--- src/rv_pkg.sv ---
`default_nettype none

package rv_pkg;

    localparam int xlen       = 32;
    localparam int reg_addr_w = 5;
    localparam int nregs      = 32;

    // write-back source select.
    localparam logic [1:0] wb_sel_alu = 2'd0;
    localparam logic [1:0] wb_sel_mem = 2'd1;
    localparam logic [1:0] wb_sel_pc4 = 2'd2;

    typedef enum logic [6:0] {
        op_lui    = 7'b0110111,
        op_auipc  = 7'b0010111,
        op_jal    = 7'b1101111,
        op_jalr   = 7'b1100111,
        op_branch = 7'b1100011,
        op_load   = 7'b0000011,
        op_store  = 7'b0100011,
        op_imm    = 7'b0010011,
        op_op     = 7'b0110011
    } opcode_e;

    typedef enum logic [3:0] {
        alu_add    = 4'd0,
        alu_sub    = 4'd1,
        alu_sll    = 4'd2,
        alu_slt    = 4'd3,
        alu_sltu   = 4'd4,
        alu_xor    = 4'd5,
        alu_srl    = 4'd6,
        alu_sra    = 4'd7,
        alu_or     = 4'd8,
        alu_and    = 4'd9,
        alu_pass_b = 4'd10  // lui result.
    } alu_op_e;

    typedef struct packed {
        alu_op_e alu_op;
        logic    alu_src_imm;
        logic    a_is_pc;
        logic    jump;
        logic    branch;
    } ex_ctrl_t;

    typedef struct packed {
        logic       mem_read;
        logic       mem_write;
        logic [2:0] funct3;   // size and sign.
    } mem_ctrl_t;

    typedef struct packed {
        logic       reg_write;
        logic [1:0] wb_sel;
    } wb_ctrl_t;

    typedef struct packed {
        ex_ctrl_t  ex;
        mem_ctrl_t mem;
        wb_ctrl_t  wb;
    } ctrl_t;

    typedef struct packed {
        logic [xlen-1:0] pc;
        logic [xlen-1:0] inst;
        logic            valid;
    } fetch_t;

    typedef struct packed {
        logic [reg_addr_w-1:0] rd;
        logic [xlen-1:0]       data;
        logic                  we;
    } wb_t;

    typedef struct packed {
        logic                  valid;
        logic                  illegal;
        ctrl_t                 ctrl;
        logic [reg_addr_w-1:0] rs1;
        logic [reg_addr_w-1:0] rs2;
        logic [reg_addr_w-1:0] rd;
        logic [xlen-1:0]       rdata1;
        logic [xlen-1:0]       rdata2;
        logic [xlen-1:0]       imm;
        logic [xlen-1:0]       pc;
    } id_ex_t;

endpackage

`default_nettype wire

--- src/imm_gen.sv ---
`timescale 1ns/1ns
`default_nettype none

module imm_gen import rv_pkg::*; (
    input  logic [xlen-1:0] inst,
    output logic [xlen-1:0] imm
);

    opcode_e opcode;

    assign opcode = opcode_e'(inst[6:0]);

    always_comb begin
        case (opcode)
            op_jalr, op_load, op_imm: begin
                imm = {{20{inst[31]}}, inst[31:20]};  // i-type.
            end
            op_store: begin
                imm = {{20{inst[31]}}, inst[31:25], inst[11:7]};
            end
            op_branch: begin
                imm = {{19{inst[31]}}, inst[31], inst[7], inst[30:25],
                       inst[11:8], 1'b0};
            end
            op_lui, op_auipc: begin
                imm = {inst[31:12], 12'b0};
            end
            op_jal: begin
                imm = {{11{inst[31]}}, inst[31], inst[19:12], inst[20],
                       inst[30:21], 1'b0};
            end
            default: begin
                imm = '0;  // r-type and unknown.
            end
        endcase
    end

endmodule

`default_nettype wire

--- src/reg_file.sv ---
`timescale 1ns/1ns
`default_nettype none

module reg_file import rv_pkg::*; (
    input  logic                  clk,
    input  logic                  rst_n,
    input  logic [reg_addr_w-1:0] raddr1,
    input  logic [reg_addr_w-1:0] raddr2,
    input  wb_t                   wb,
    output logic [xlen-1:0]       rdata1,
    output logic [xlen-1:0]       rdata2
);

    logic [xlen-1:0] regs [nregs];
    logic            wr_en;

    assign wr_en = wb.we && (wb.rd != '0);  // x0 never written.

    always_ff @(posedge clk) begin
        if (!rst_n) begin
            for (int i = 0; i < nregs; i++) begin
                regs[i] <= '0;
            end
        end else if (wr_en) begin
            regs[wb.rd] <= wb.data;
        end
    end

    // same-cycle write is visible on read.
    always_comb begin
        if (raddr1 == '0) begin
            rdata1 = '0;
        end else if (wr_en && (wb.rd == raddr1)) begin
            rdata1 = wb.data;
        end else begin
            rdata1 = regs[raddr1];
        end
        if (raddr2 == '0) begin
            rdata2 = '0;
        end else if (wr_en && (wb.rd == raddr2)) begin
            rdata2 = wb.data;
        end else begin
            rdata2 = regs[raddr2];
        end
    end

endmodule

`default_nettype wire

--- src/hazard_unit.sv ---
`timescale 1ns/1ns
`default_nettype none

module hazard_unit import rv_pkg::*; (
    input  logic [reg_addr_w-1:0] rs1,
    input  logic [reg_addr_w-1:0] rs2,
    input  logic [reg_addr_w-1:0] ex_rd,
    input  logic                  uses_rs2,
    input  logic                  ex_mem_read,
    output logic                  stall
);

    logic rs1_hit;
    logic rs2_hit;

    assign rs1_hit = (ex_rd == rs1);
    assign rs2_hit = uses_rs2 && (ex_rd == rs2);

    // load result not ready until after mem.
    assign stall = ex_mem_read && (ex_rd != '0) && (rs1_hit || rs2_hit);

endmodule

`default_nettype wire

--- src/control_unit.sv ---
`timescale 1ns/1ns
`default_nettype none

module control_unit import rv_pkg::*; (
    input  logic [xlen-1:0] inst,
    output ctrl_t           ctrl,
    output logic            uses_rs2,
    output logic            uj_type,
    output logic            illegal
);

    opcode_e    opcode;
    logic [2:0] funct3;
    logic       f7_alt;

    assign opcode = opcode_e'(inst[6:0]);
    assign funct3 = inst[14:12];
    assign f7_alt = inst[30];

    function automatic alu_op_e alu_decode(input logic [2:0] f3, input logic alt);
        alu_op_e op;
        case (f3)
            3'b000:  op = alt ? alu_sub : alu_add;
            3'b001:  op = alu_sll;
            3'b010:  op = alu_slt;
            3'b011:  op = alu_sltu;
            3'b100:  op = alu_xor;
            3'b101:  op = alt ? alu_sra : alu_srl;
            3'b110:  op = alu_or;
            default: op = alu_and;
        endcase
        return op;
    endfunction

    always_comb begin
        ctrl     = '0;
        uses_rs2 = 1'b0;
        uj_type  = 1'b0;
        illegal  = 1'b0;
        case (opcode)
            op_lui: begin
                ctrl.ex.alu_op      = alu_pass_b;
                ctrl.ex.alu_src_imm = 1'b1;
                ctrl.wb.reg_write   = 1'b1;
                ctrl.wb.wb_sel      = wb_sel_alu;
                uj_type             = 1'b1;
            end
            op_auipc: begin
                ctrl.ex.alu_op      = alu_add;
                ctrl.ex.alu_src_imm = 1'b1;
                ctrl.ex.a_is_pc     = 1'b1;
                ctrl.wb.reg_write   = 1'b1;
                ctrl.wb.wb_sel      = wb_sel_alu;
                uj_type             = 1'b1;
            end
            op_jal: begin
                ctrl.ex.alu_op      = alu_add;  // target = pc + imm.
                ctrl.ex.alu_src_imm = 1'b1;
                ctrl.ex.a_is_pc     = 1'b1;
                ctrl.ex.jump        = 1'b1;
                ctrl.wb.reg_write   = 1'b1;
                ctrl.wb.wb_sel      = wb_sel_pc4;
                uj_type             = 1'b1;
            end
            op_jalr: begin
                ctrl.ex.alu_op      = alu_add;
                ctrl.ex.alu_src_imm = 1'b1;
                ctrl.ex.jump        = 1'b1;
                ctrl.wb.reg_write   = 1'b1;
                ctrl.wb.wb_sel      = wb_sel_pc4;
            end
            op_branch: begin
                // compare in alu, funct3 picks the test.
                case (funct3[2:1])
                    2'b10:   ctrl.ex.alu_op = alu_slt;
                    2'b11:   ctrl.ex.alu_op = alu_sltu;
                    default: ctrl.ex.alu_op = alu_sub;
                endcase
                ctrl.ex.branch = 1'b1;
                uses_rs2       = 1'b1;
            end
            op_load: begin
                ctrl.ex.alu_op      = alu_add;
                ctrl.ex.alu_src_imm = 1'b1;
                ctrl.mem.mem_read   = 1'b1;
                ctrl.mem.funct3     = funct3;
                ctrl.wb.reg_write   = 1'b1;
                ctrl.wb.wb_sel      = wb_sel_mem;
            end
            op_store: begin
                ctrl.ex.alu_op      = alu_add;
                ctrl.ex.alu_src_imm = 1'b1;
                ctrl.mem.mem_write  = 1'b1;
                ctrl.mem.funct3     = funct3;
                uses_rs2            = 1'b1;
            end
            op_imm: begin
                // no subi, alt bit only for srai.
                ctrl.ex.alu_op      = alu_decode(funct3, f7_alt && (funct3 == 3'b101));
                ctrl.ex.alu_src_imm = 1'b1;
                ctrl.wb.reg_write   = 1'b1;
                ctrl.wb.wb_sel      = wb_sel_alu;
            end
            op_op: begin
                ctrl.ex.alu_op    = alu_decode(funct3, f7_alt);
                ctrl.wb.reg_write = 1'b1;
                ctrl.wb.wb_sel    = wb_sel_alu;
                uses_rs2          = 1'b1;
            end
            default: begin
                illegal = 1'b1;
            end
        endcase
    end

endmodule

`default_nettype wire

--- src/stage_id.sv ---
`timescale 1ns/1ns
`default_nettype none

module stage_id import rv_pkg::*; (
    input  logic                  clk,
    input  logic                  rst_n,
    input  fetch_t                if_id,
    input  wb_t                   wb,
    input  logic [reg_addr_w-1:0] ex_rd,
    input  logic                  ex_mem_read,
    output logic                  stall,
    output id_ex_t                id_next
);

    logic [reg_addr_w-1:0] rs1, rs2, rd;
    logic [xlen-1:0]       imm, rdata1, rdata2;
    ctrl_t                 ctrl;
    logic                  uses_rs2, uj_type, illegal;
    logic                  hazard;

    assign rs1 = uj_type ? '0 : if_id.inst[19:15];  // u/j have no rs1.
    assign rs2 = if_id.inst[24:20];
    assign rd  = if_id.inst[11:7];

    assign stall = hazard && if_id.valid;

    imm_gen u_imm_gen (
        .inst (if_id.inst),
        .imm
    );

    reg_file u_reg_file (
        .clk,
        .rst_n,
        .raddr1 (rs1),
        .raddr2 (rs2),
        .wb,
        .rdata1,
        .rdata2
    );

    hazard_unit u_hazard_unit (
        .rs1,
        .rs2,
        .ex_rd,
        .uses_rs2,
        .ex_mem_read,
        .stall (hazard)
    );

    control_unit u_control_unit (
        .inst (if_id.inst),
        .ctrl,
        .uses_rs2,
        .uj_type,
        .illegal
    );

    always_comb begin
        id_next.valid   = if_id.valid;
        id_next.illegal = if_id.valid && illegal;
        id_next.ctrl    = (stall || !if_id.valid) ? '0 : ctrl;
        id_next.rs1     = rs1;
        id_next.rs2     = rs2;
        id_next.rd      = rd;
        id_next.rdata1  = rdata1;
        id_next.rdata2  = rdata2;
        id_next.imm     = imm;
        id_next.pc      = if_id.pc;
    end

endmodule

`default_nettype wire

--- src/if_id_reg.sv ---
`timescale 1ns/1ns
`default_nettype none

module if_id_reg import rv_pkg::*; (
    input  logic   clk,
    input  logic   rst_n,
    input  fetch_t fetch,
    input  logic   stall,
    output fetch_t if_id
);

    always_ff @(posedge clk) begin
        if (!stall) begin
            if_id <= fetch;  // valid follows fetch.valid.
        end
        if (!rst_n) begin
            if_id.valid <= 1'b0;
        end
    end

endmodule

`default_nettype wire

--- src/id_ex_reg.sv ---
`timescale 1ns/1ns
`default_nettype none

module id_ex_reg import rv_pkg::*; (
    input  logic                  clk,
    input  logic                  rst_n,
    input  logic                  stall,
    input  id_ex_t                id_next,
    output id_ex_t                id_ex,
    output logic [reg_addr_w-1:0] ex_rd,
    output logic                  ex_mem_read
);

    always_ff @(posedge clk) begin
        id_ex <= id_next;
        // bubble: payload don't care, control cleared.
        if (!rst_n || stall) begin
            id_ex.valid   <= 1'b0;
            id_ex.illegal <= 1'b0;
            id_ex.ctrl    <= '0;
        end
    end

    // feedback to hazard check.
    assign ex_rd       = id_ex.valid ? id_ex.rd : '0;
    assign ex_mem_read = id_ex.valid && id_ex.ctrl.mem.mem_read;

endmodule

`default_nettype wire

--- src/id_top.sv ---
`timescale 1ns/1ns
`default_nettype none

module id_top import rv_pkg::*; (
    input  logic   clk,
    input  logic   rst_n,
    input  fetch_t fetch,
    output logic   ready,
    input  wb_t    wb,
    output id_ex_t id_ex
);

    fetch_t                if_id;
    id_ex_t                id_next;
    logic                  stall;
    logic [reg_addr_w-1:0] ex_rd;
    logic                  ex_mem_read;

    assign ready = ~stall;  // only the hazard back-pressures.

    if_id_reg u_if_id_reg (
        .clk,
        .rst_n,
        .fetch,
        .stall,
        .if_id
    );

    stage_id u_stage_id (
        .clk,
        .rst_n,
        .if_id,
        .wb,
        .ex_rd,
        .ex_mem_read,
        .stall,
        .id_next
    );

    id_ex_reg u_id_ex_reg (
        .clk,
        .rst_n,
        .stall,
        .id_next,
        .id_ex,
        .ex_rd,
        .ex_mem_read
    );

endmodule

`default_nettype wire

--- config.mk ---
export PLATFORM = sky130hd
export DESIGN_NAME = id_top
export DESIGN_NICKNAME = d
export VERILOG_FILES = /design/src/rv_pkg.sv /design/src/imm_gen.sv /design/src/reg_file.sv /design/src/hazard_unit.sv /design/src/control_unit.sv /design/src/stage_id.sv /design/src/if_id_reg.sv /design/src/id_ex_reg.sv /design/src/id_top.sv
export SDC_FILE = /design/constraint.sdc
export NUM_CORES = 2
export LEC_CHECK = 0
export CORE_UTILIZATION = 50
export DETAILED_ROUTE_END_ITERATION = 7
export DONT_BUFFER_PORTS = 1
export PLACE_DENSITY_LB_ADDON = 0.08
export SLEW_MARGIN = 20
export SYNTH_ARGS = -nofsm -noshare
export SYNTH_HDL_FRONTEND = slang
export SYNTH_SLANG_ARGS = --single-unit
export TNS_END_PERCENT = 10
--- constraint.sdc ---
create_clock -name clk -period 12.34 [get_ports clk]
set_clock_uncertainty 0.05 [all_clocks]
set_input_delay 2.468 -clock clk [delete_from_list [all_inputs] [get_ports clk]]
set_output_delay 2.468 -clock clk [all_outputs]
set_load 0.01 [all_outputs]
==> Yosys cells after proc, flatten, opt, wreduce, memory -nomap -nowiden <==
Memories as Yosys holds them, arrays and structs flattened. A register that Yosys moved wholly into a read port is not among the register bits.
Cells that the tools add are included.
Widths: inputs -> output; s select.
{ "op_classes": {"bitwise_logic": 2, "n_reduce_logical": 33, "mux": 31, "eq_ne": 21} }
{ "ops": {"columns": ["op", "n"], "rows": [
  ["$pmux 32 s5", 1],
  ["$mux 32", 3],
  ["$pmux 4 s7", 2],
  ["$reduce_or 32->1", 1],
  ["$eq 7x6->1 const B", 3],
  ["$eq 7x7->1 const B", 3],
  ["$eq 5x5->1", 4],
  ["$mux 5", 4],
  ["$mux 1", 18],
  ["$pmux 4 s4", 1],
  ["$eq 7x5->1 const B", 2],
  ["$reduce_or 3->1", 4],
  ["$logic_and 1x1->1", 10],
  ["$logic_not 5->1", 2],
  ["$reduce_bool 5->1", 2],
  ["$reduce_or 2->1", 5],
  ["$eq 3x3->1 const B", 3],
  ["$pmux 3 s3", 1],
  ["$reduce_or 9->1", 1],
  ["$eq 7x2->1 const B", 1],
  ["$reduce_or 7->1", 1],
  ["$eq 3x2->1 const B", 2],
  ["$pmux 3 s2", 1],
  ["$eq 2x2->1 const B", 2],
  ["6 further kinds", 10]
]} }
{ "word_totals": {"register_bits": 226, "memories": 1, "inputBits": 105, "wordCells": 110, "ram_bits": 1024} }
{ "mem_list": {"columns": ["memory", "depth", "word_bits", "rd", "rd_ports_with_merged_regs", "write_ports", "line_no", "source"], "rows": [
  ["u_stage_id.u_reg_file.regs", 32, 32, 2, 1, 32, "reg_file.sv:14", "logic [xlen-1:0] regs [nregs];"]
]} }

==> Logic depth before layout (Yosys ltp) <==
{ "logic_depth": {"ltp_word": 10, "ltp_mapped": 12, "depth_no_buf": 8} }

==> Cells and area by module <==
A second synthesis with hierarchy kept.
{ "hier_totals": {"hier_cells": 4411, "hier_area_um2": 62736.4} }
{ "by_module_without_submodules": {"columns": ["mod", "area_each_um2", "instances", "cells_per_inst", "seq_area_each_um2"], "rows": [
  ["reg_file", 55647.1, 1, 3928, 30749.5],
  ["id_ex_reg", 3450.8, 1, 187, 3223.1],
  ["if_id_reg", 1961.9, 1, 68, 1941.9],
  ["imm_gen", 601.8, 1, 80, 0.0],
  ["stage_id", 540.5, 1, 68, 0.0],
  ["control_unit", 397.9, 1, 62, 0.0],
  ["hazard_unit", 132.6, 1, 17, 0.0],
  ["id_top", 3.8, 1, 1, 0.0]
]} }

==> Worst setup path after synthesis <==
Ideal clock, no wire load.
{ "synth_timing": {"kind": "in2reg", "from": "input port wb[36] in the netlist's numbering", "to": "memory u_stage_id.u_reg_file.regs[12][0], enable pin", "setup_slack_ns": 6.234, "cell_stages": 5, "n_path_buf": 2, "setup_time_ns": 0.466, "arrival_time_ns": 5.590, "t_required_ns": 11.824, "path_cell_list": "clkbuf_1 -> nand2_1 -> or2_2 -> clkbuf_1 -> o21ai_0"} }
{ "synth_lines": {"columns": ["item", "line_no", "source"], "rows": [
  ["start: declaration", "id_top.sv:9", "input wb_t wb,"],
  ["end: declaration", "reg_file.sv:14", null]
]} }

==> Final worst setup path <==
{ "layout_timing": {"from": "register, netlist name u_if_id_reg.if_id[7]", "to": "output port ready"} }
{ "layout_via": {"elab_chain_cells": 9} }
{ "layout_lines": {"columns": ["item", "line_no", "source"], "rows": [
  ["$eq 7x6->1, or another cell as far along", "control_unit.sv:40", "case (opcode)"],
  ["$reduce_or 3->1 (no line)", null, null],
  ["$mux 1", "control_unit.sv:40", null],
  ["$mux 5", "stage_id.sv:21", "assign rs1 = uj_type ? '0 : if_id.inst[19:15];"],
  ["$eq 5x5->1", "hazard_unit.sv:16", "assign rs1_hit = (ex_rd == rs1);"],
  ["$logic_or 1x1->1 (*)", "hazard_unit.sv:20", "assign stall = ex_mem_read && (ex_rd != '0) && (rs1_hit || rs2_hit);"],
  ["$logic_and 1x1->1 (*)", "hazard_unit.sv:20", null],
  ["$logic_and 1x1->1 (*)", "stage_id.sv:25", "assign stall = hazard && if_id.valid;"],
  ["$not 1->1 (*)", "id_top.sv:19", "assign ready = ~stall;"],
  ["end: declaration", "id_top.sv:8", "output logic ready,"]
]} }
Every way passes the cells marked *; elsewhere a longest branch is shown, timed or not.

==> results.txt <==
----------------------------------------------------
[Timing]
  RSZ-0062 raised after global routing ... false
  Post-layout min period ... 6.521 ns
  Final setup violation count ... 0
  Post-Route Hold Slack ... 0.2878 ns
  Fmax ... 0.1533 GHz
  Final clock period utilization by the worst path ... 52.85%
  Setup tns final ... 0 ns
  Final-report max-slew violation count ... 0
  Final number of hold-violating endpoints ... 0
  Worst-case headroom to the max-slew limit ... 23.57%
  Actual slew at the worst max-slew pin ... 1.144 ns

[Critical path]
  Worst setup EP type ... output pin
  Data arrival time of the critical path ... 4.00 ns
  FF-to-FF path depth ... 9
  Required arrival time at the worst endpoint ... 9.82 ns
  Startpoint class of the critical path ... flop
  Start of the worst register-to-register path ... u_if_id_reg.if_id[16]$_DFFE_PN_
  Capture instance of the worst register-to-register path ... u_id_ex_reg.id_ex[111]$_SDFF_PN0_
  Register-to-register setup slack ... 7.20 ns
  Kind of critical path ... flop to output pin
  Maximum fanout along the worst path ... 24

[Logic synthesis]
  Distinct cell type count after synthesis ... 67
  Cell count after synthesis ... 4405
  Ranking of synthesized cells by area ... edfxtp_1 52%, mux4_2 15%, and2_1 10%
  Cell type contributing the most total cell area after synthesis ... edfxtp_1
  Sequential-to-total area share from yosys stat ... 57.74%
  Synthesized area per cell ... 14.15 um^2
  Most instantiated library cell after synthesis ... edfxtp_1
  Post-synth top area share ... 52.41%
  Synth Warn # ... 0
  Compound-gate portion of the synthesized area ... 6.063%
  Netlist area before placement ... 0.06234 mm^2
  Xor-xnor portion of the synthesized cell area ... 0.1686%
  Post-synthesis share of cell area spent on full adders, half adders and majority gates ... 0%
  Share of async-settable or async-resettable flops after synthesis ... 0%
  Mux cell area share after synthesis ... 19.29%
  Number of synthesized register bits ... 1254
  Area fraction in and, or, nand and nor cells after synthesis ... 13.65%
  Number of synthesized flops with an enable pin ... 1088
  Most frequent cells after synthesis ... 1088 x edfxtp_1, 995 x and2_1, 414 x mux4_2, 372 x clkbuf_1, 227 x mux2i_1
  Post-synth top flop ... edfxtp_1
  Main combinational cell family by area after synthesis ... multiplexers

[Place]
  DPL Wire Length ... 120.0 mm
  Last weighted congestion value of the routability-driven placer ... 0.9248
  Post-Place Cells ... 5706
  Count of buffers inserted at the top-level ports ... 0

[Global route]
  Overflow after GRT ... 0
  First-pass GRT wire length ... 282.7 mm
  Largest net degree at the start of global routing ... 145
  All-layer global routing usage ... 31.46%
  Initial antenna violation count ... 9
  Vias in the first global route ... 37.57k

[Floorplanning]
  Die Height ... 355.1 um
  Num rows ... 129
  Initial Utilization ... 50.42%
  DIE AREA ... 0.1261 mm^2
  IO Count ... 267
  Die width ... 355.1 um
  Core area ... 0.1236 mm^2

[Clock tree]
  Hold bufs inserted after CTS ... 0
  Num CTS Buffers ... 139
  Max clock buf depth ... 3
  CTS sink count ... 1254
  Post CTS Setup Buffer Count ... 0
  Maximum level of the CTS H-tree ... 4
  CTS tree ... done
  Clk_lat worst skew ... 0.79 ns
  CTS root buf ... clkbuf_16
  Clock transition at the register clock pins on the worst setup and hold paths after CTS ... 0.06 ns
  Number of instances resized during post-cts repair ... 0

[Drt]
  ANT nets after route ... 0
  Routed wirelength normalized by instance count ... 33.34 um
  Vias after detailed routing ... 39.03k
  Vias per cell ... 6.544
  Number of detailed-route iterations in the first pass ... 6
  Iteration-0 DRC count of the detailed router ... 5026
  Remaining design rule violation count ... 0
  Total routed wirelength ... 198.8 mm

[Job]
  Number of max-cap violations ... 0

[Layout]
  Number of nets in the layout ... 4315
  Ratio of cells with drive above 1 in the final layout ... 19.22%
  Area used by sequential logic in the layout ... 0.03601 mm^2
  Area growth from synthesis to layout ... 9.899%
  Largest register FFs ... 1024
  Multi-input gate area in the final layout ... 0.02508 mm^2
  Final Util ... 55.41%
  Fill cell instance count of the final layout ... 9888
  Fin cells ... 5964

[Min path]
  Min-delay worst type ... flop to flop
  Number of instances on the worst hold path ... 0
  WHS Endpoint ... u_id_ex_reg.id_ex[5]$_DFF_P_
  Launch instance of the worst min-delay path ... u_if_id_reg.if_id[38]$_DFFE_PN_

[Pwr]
  Power density over the cells ... 147.6 mW/mm^2
  Total power draw ... 10.11 mW
  Highest ir drop seen on vdd ... 137.4 uV
  Lkg Pwr ... 23.86 nW

[Outcome]
  Status ... completed

----------------------------------------------------
[critical path, cell delays in order (launching register included)]
cell and delay, ns:
edfxtp_1 0.64, nand3b_1 0.62, o221ai_4 0.91, nand3_1 0.16, a211o_1 0.37, a211o_4 0.51
[stage by stage]
stage | instance area [um^2] | setup slack [ns]
finish | 68510 | 5.819
global route | 68500 | 5.646
CTS | 68500 | 5.825
detailed placement | 64110 | 6.693
global placement | 64060 | 6.744
floorplan | 62460 | 6.234
[placed cells by master, fill, tap and decap left out, types with 37 or more instances in the layout]
| cell | instances |
|---|---|
| nand3_1 | 77 |
| edfxtp_1 | 1088 |
| nor2_1 | 80 |
| o22ai_1 | 68 |
| a21oi_1 | 103 |
| o21ai_0 | 43 |
| nor3_1 | 73 |
| a211oi_1 | 37 |
| nand2b_1 | 40 |
| clkbuf_1 | 38 |
| and2_1 | 995 |
| mux4_2 | 414 |
| dfxtp_1 | 161 |
| clkbuf_16 | 142 |
| mux2i_1 | 227 |
| nand2_1 | 65 |
| buf_4 | 96 |
[layer usage]
| layer | routed length [um] | track usage [%] | vias to the layer above |
|---|---|---|---|
| li1 | - | - | 16410 |
| met4 | 4852 | 8.724 | 2 |
| met1 | 83770 | 46.25 | 20310 |
| met2 | 88850 | 46.58 | 2043 |
| met3 | 21360 | 7.815 | 270 |
| met5 | 13 | 0 | - |
[cell type report]
cell class | count | share of cell area [%]
Inverter | 15 | 0.08584
Clock buffer | 192 | 5.636
Timing Repair Buffer | 105 | 1.326
Tap cell | 1637 | 2.990
Sequential cell | 1254 | 52.56
Antenna cell | 3 | 0.01096
Clock inverter | 63 | 0.7798
Multi-Input combinational cell | 2695 | 36.61
[kinds of logic after synthesis]
group	Yosys count
flops	1254
other cells	1
buf+inv	487
compound gates	523
simple gates	1449
mux	679
xor+xnor	12
[where the power goes]
part / internal [mW] / switching, mW
clock network: 2.31 / 1.76
registers: 4.86 / 0.195
logic: 0.415 / 0.572
[how the worst max path moves through the flow]
stage / slack, ns / endpoint / from / cells after the start
2_1_floorplan: 6.23 / u_stage_id.u_reg_file.regs[12][0]$_SDFFCE_PN0P_ / wb[36] / 5
3_3_place_gp: 6.74 / ready / u_if_id_reg.if_id[7]$_DFFE_PN_ / 5
3_5_place_dp: 6.69 / ready / u_if_id_reg.if_id[7]$_DFFE_PN_ / 5
4_1_cts: 5.83 / ready / u_if_id_reg.if_id[7]$_DFFE_PN_ / 5
5_1_grt: 5.65 / ready / u_if_id_reg.if_id[7]$_DFFE_PN_ / 5
6_report: 5.82 / ready / u_if_id_reg.if_id[7]$_DFFE_PN_ / 5
No activity file was read; power rests on OpenSTA's default activity.
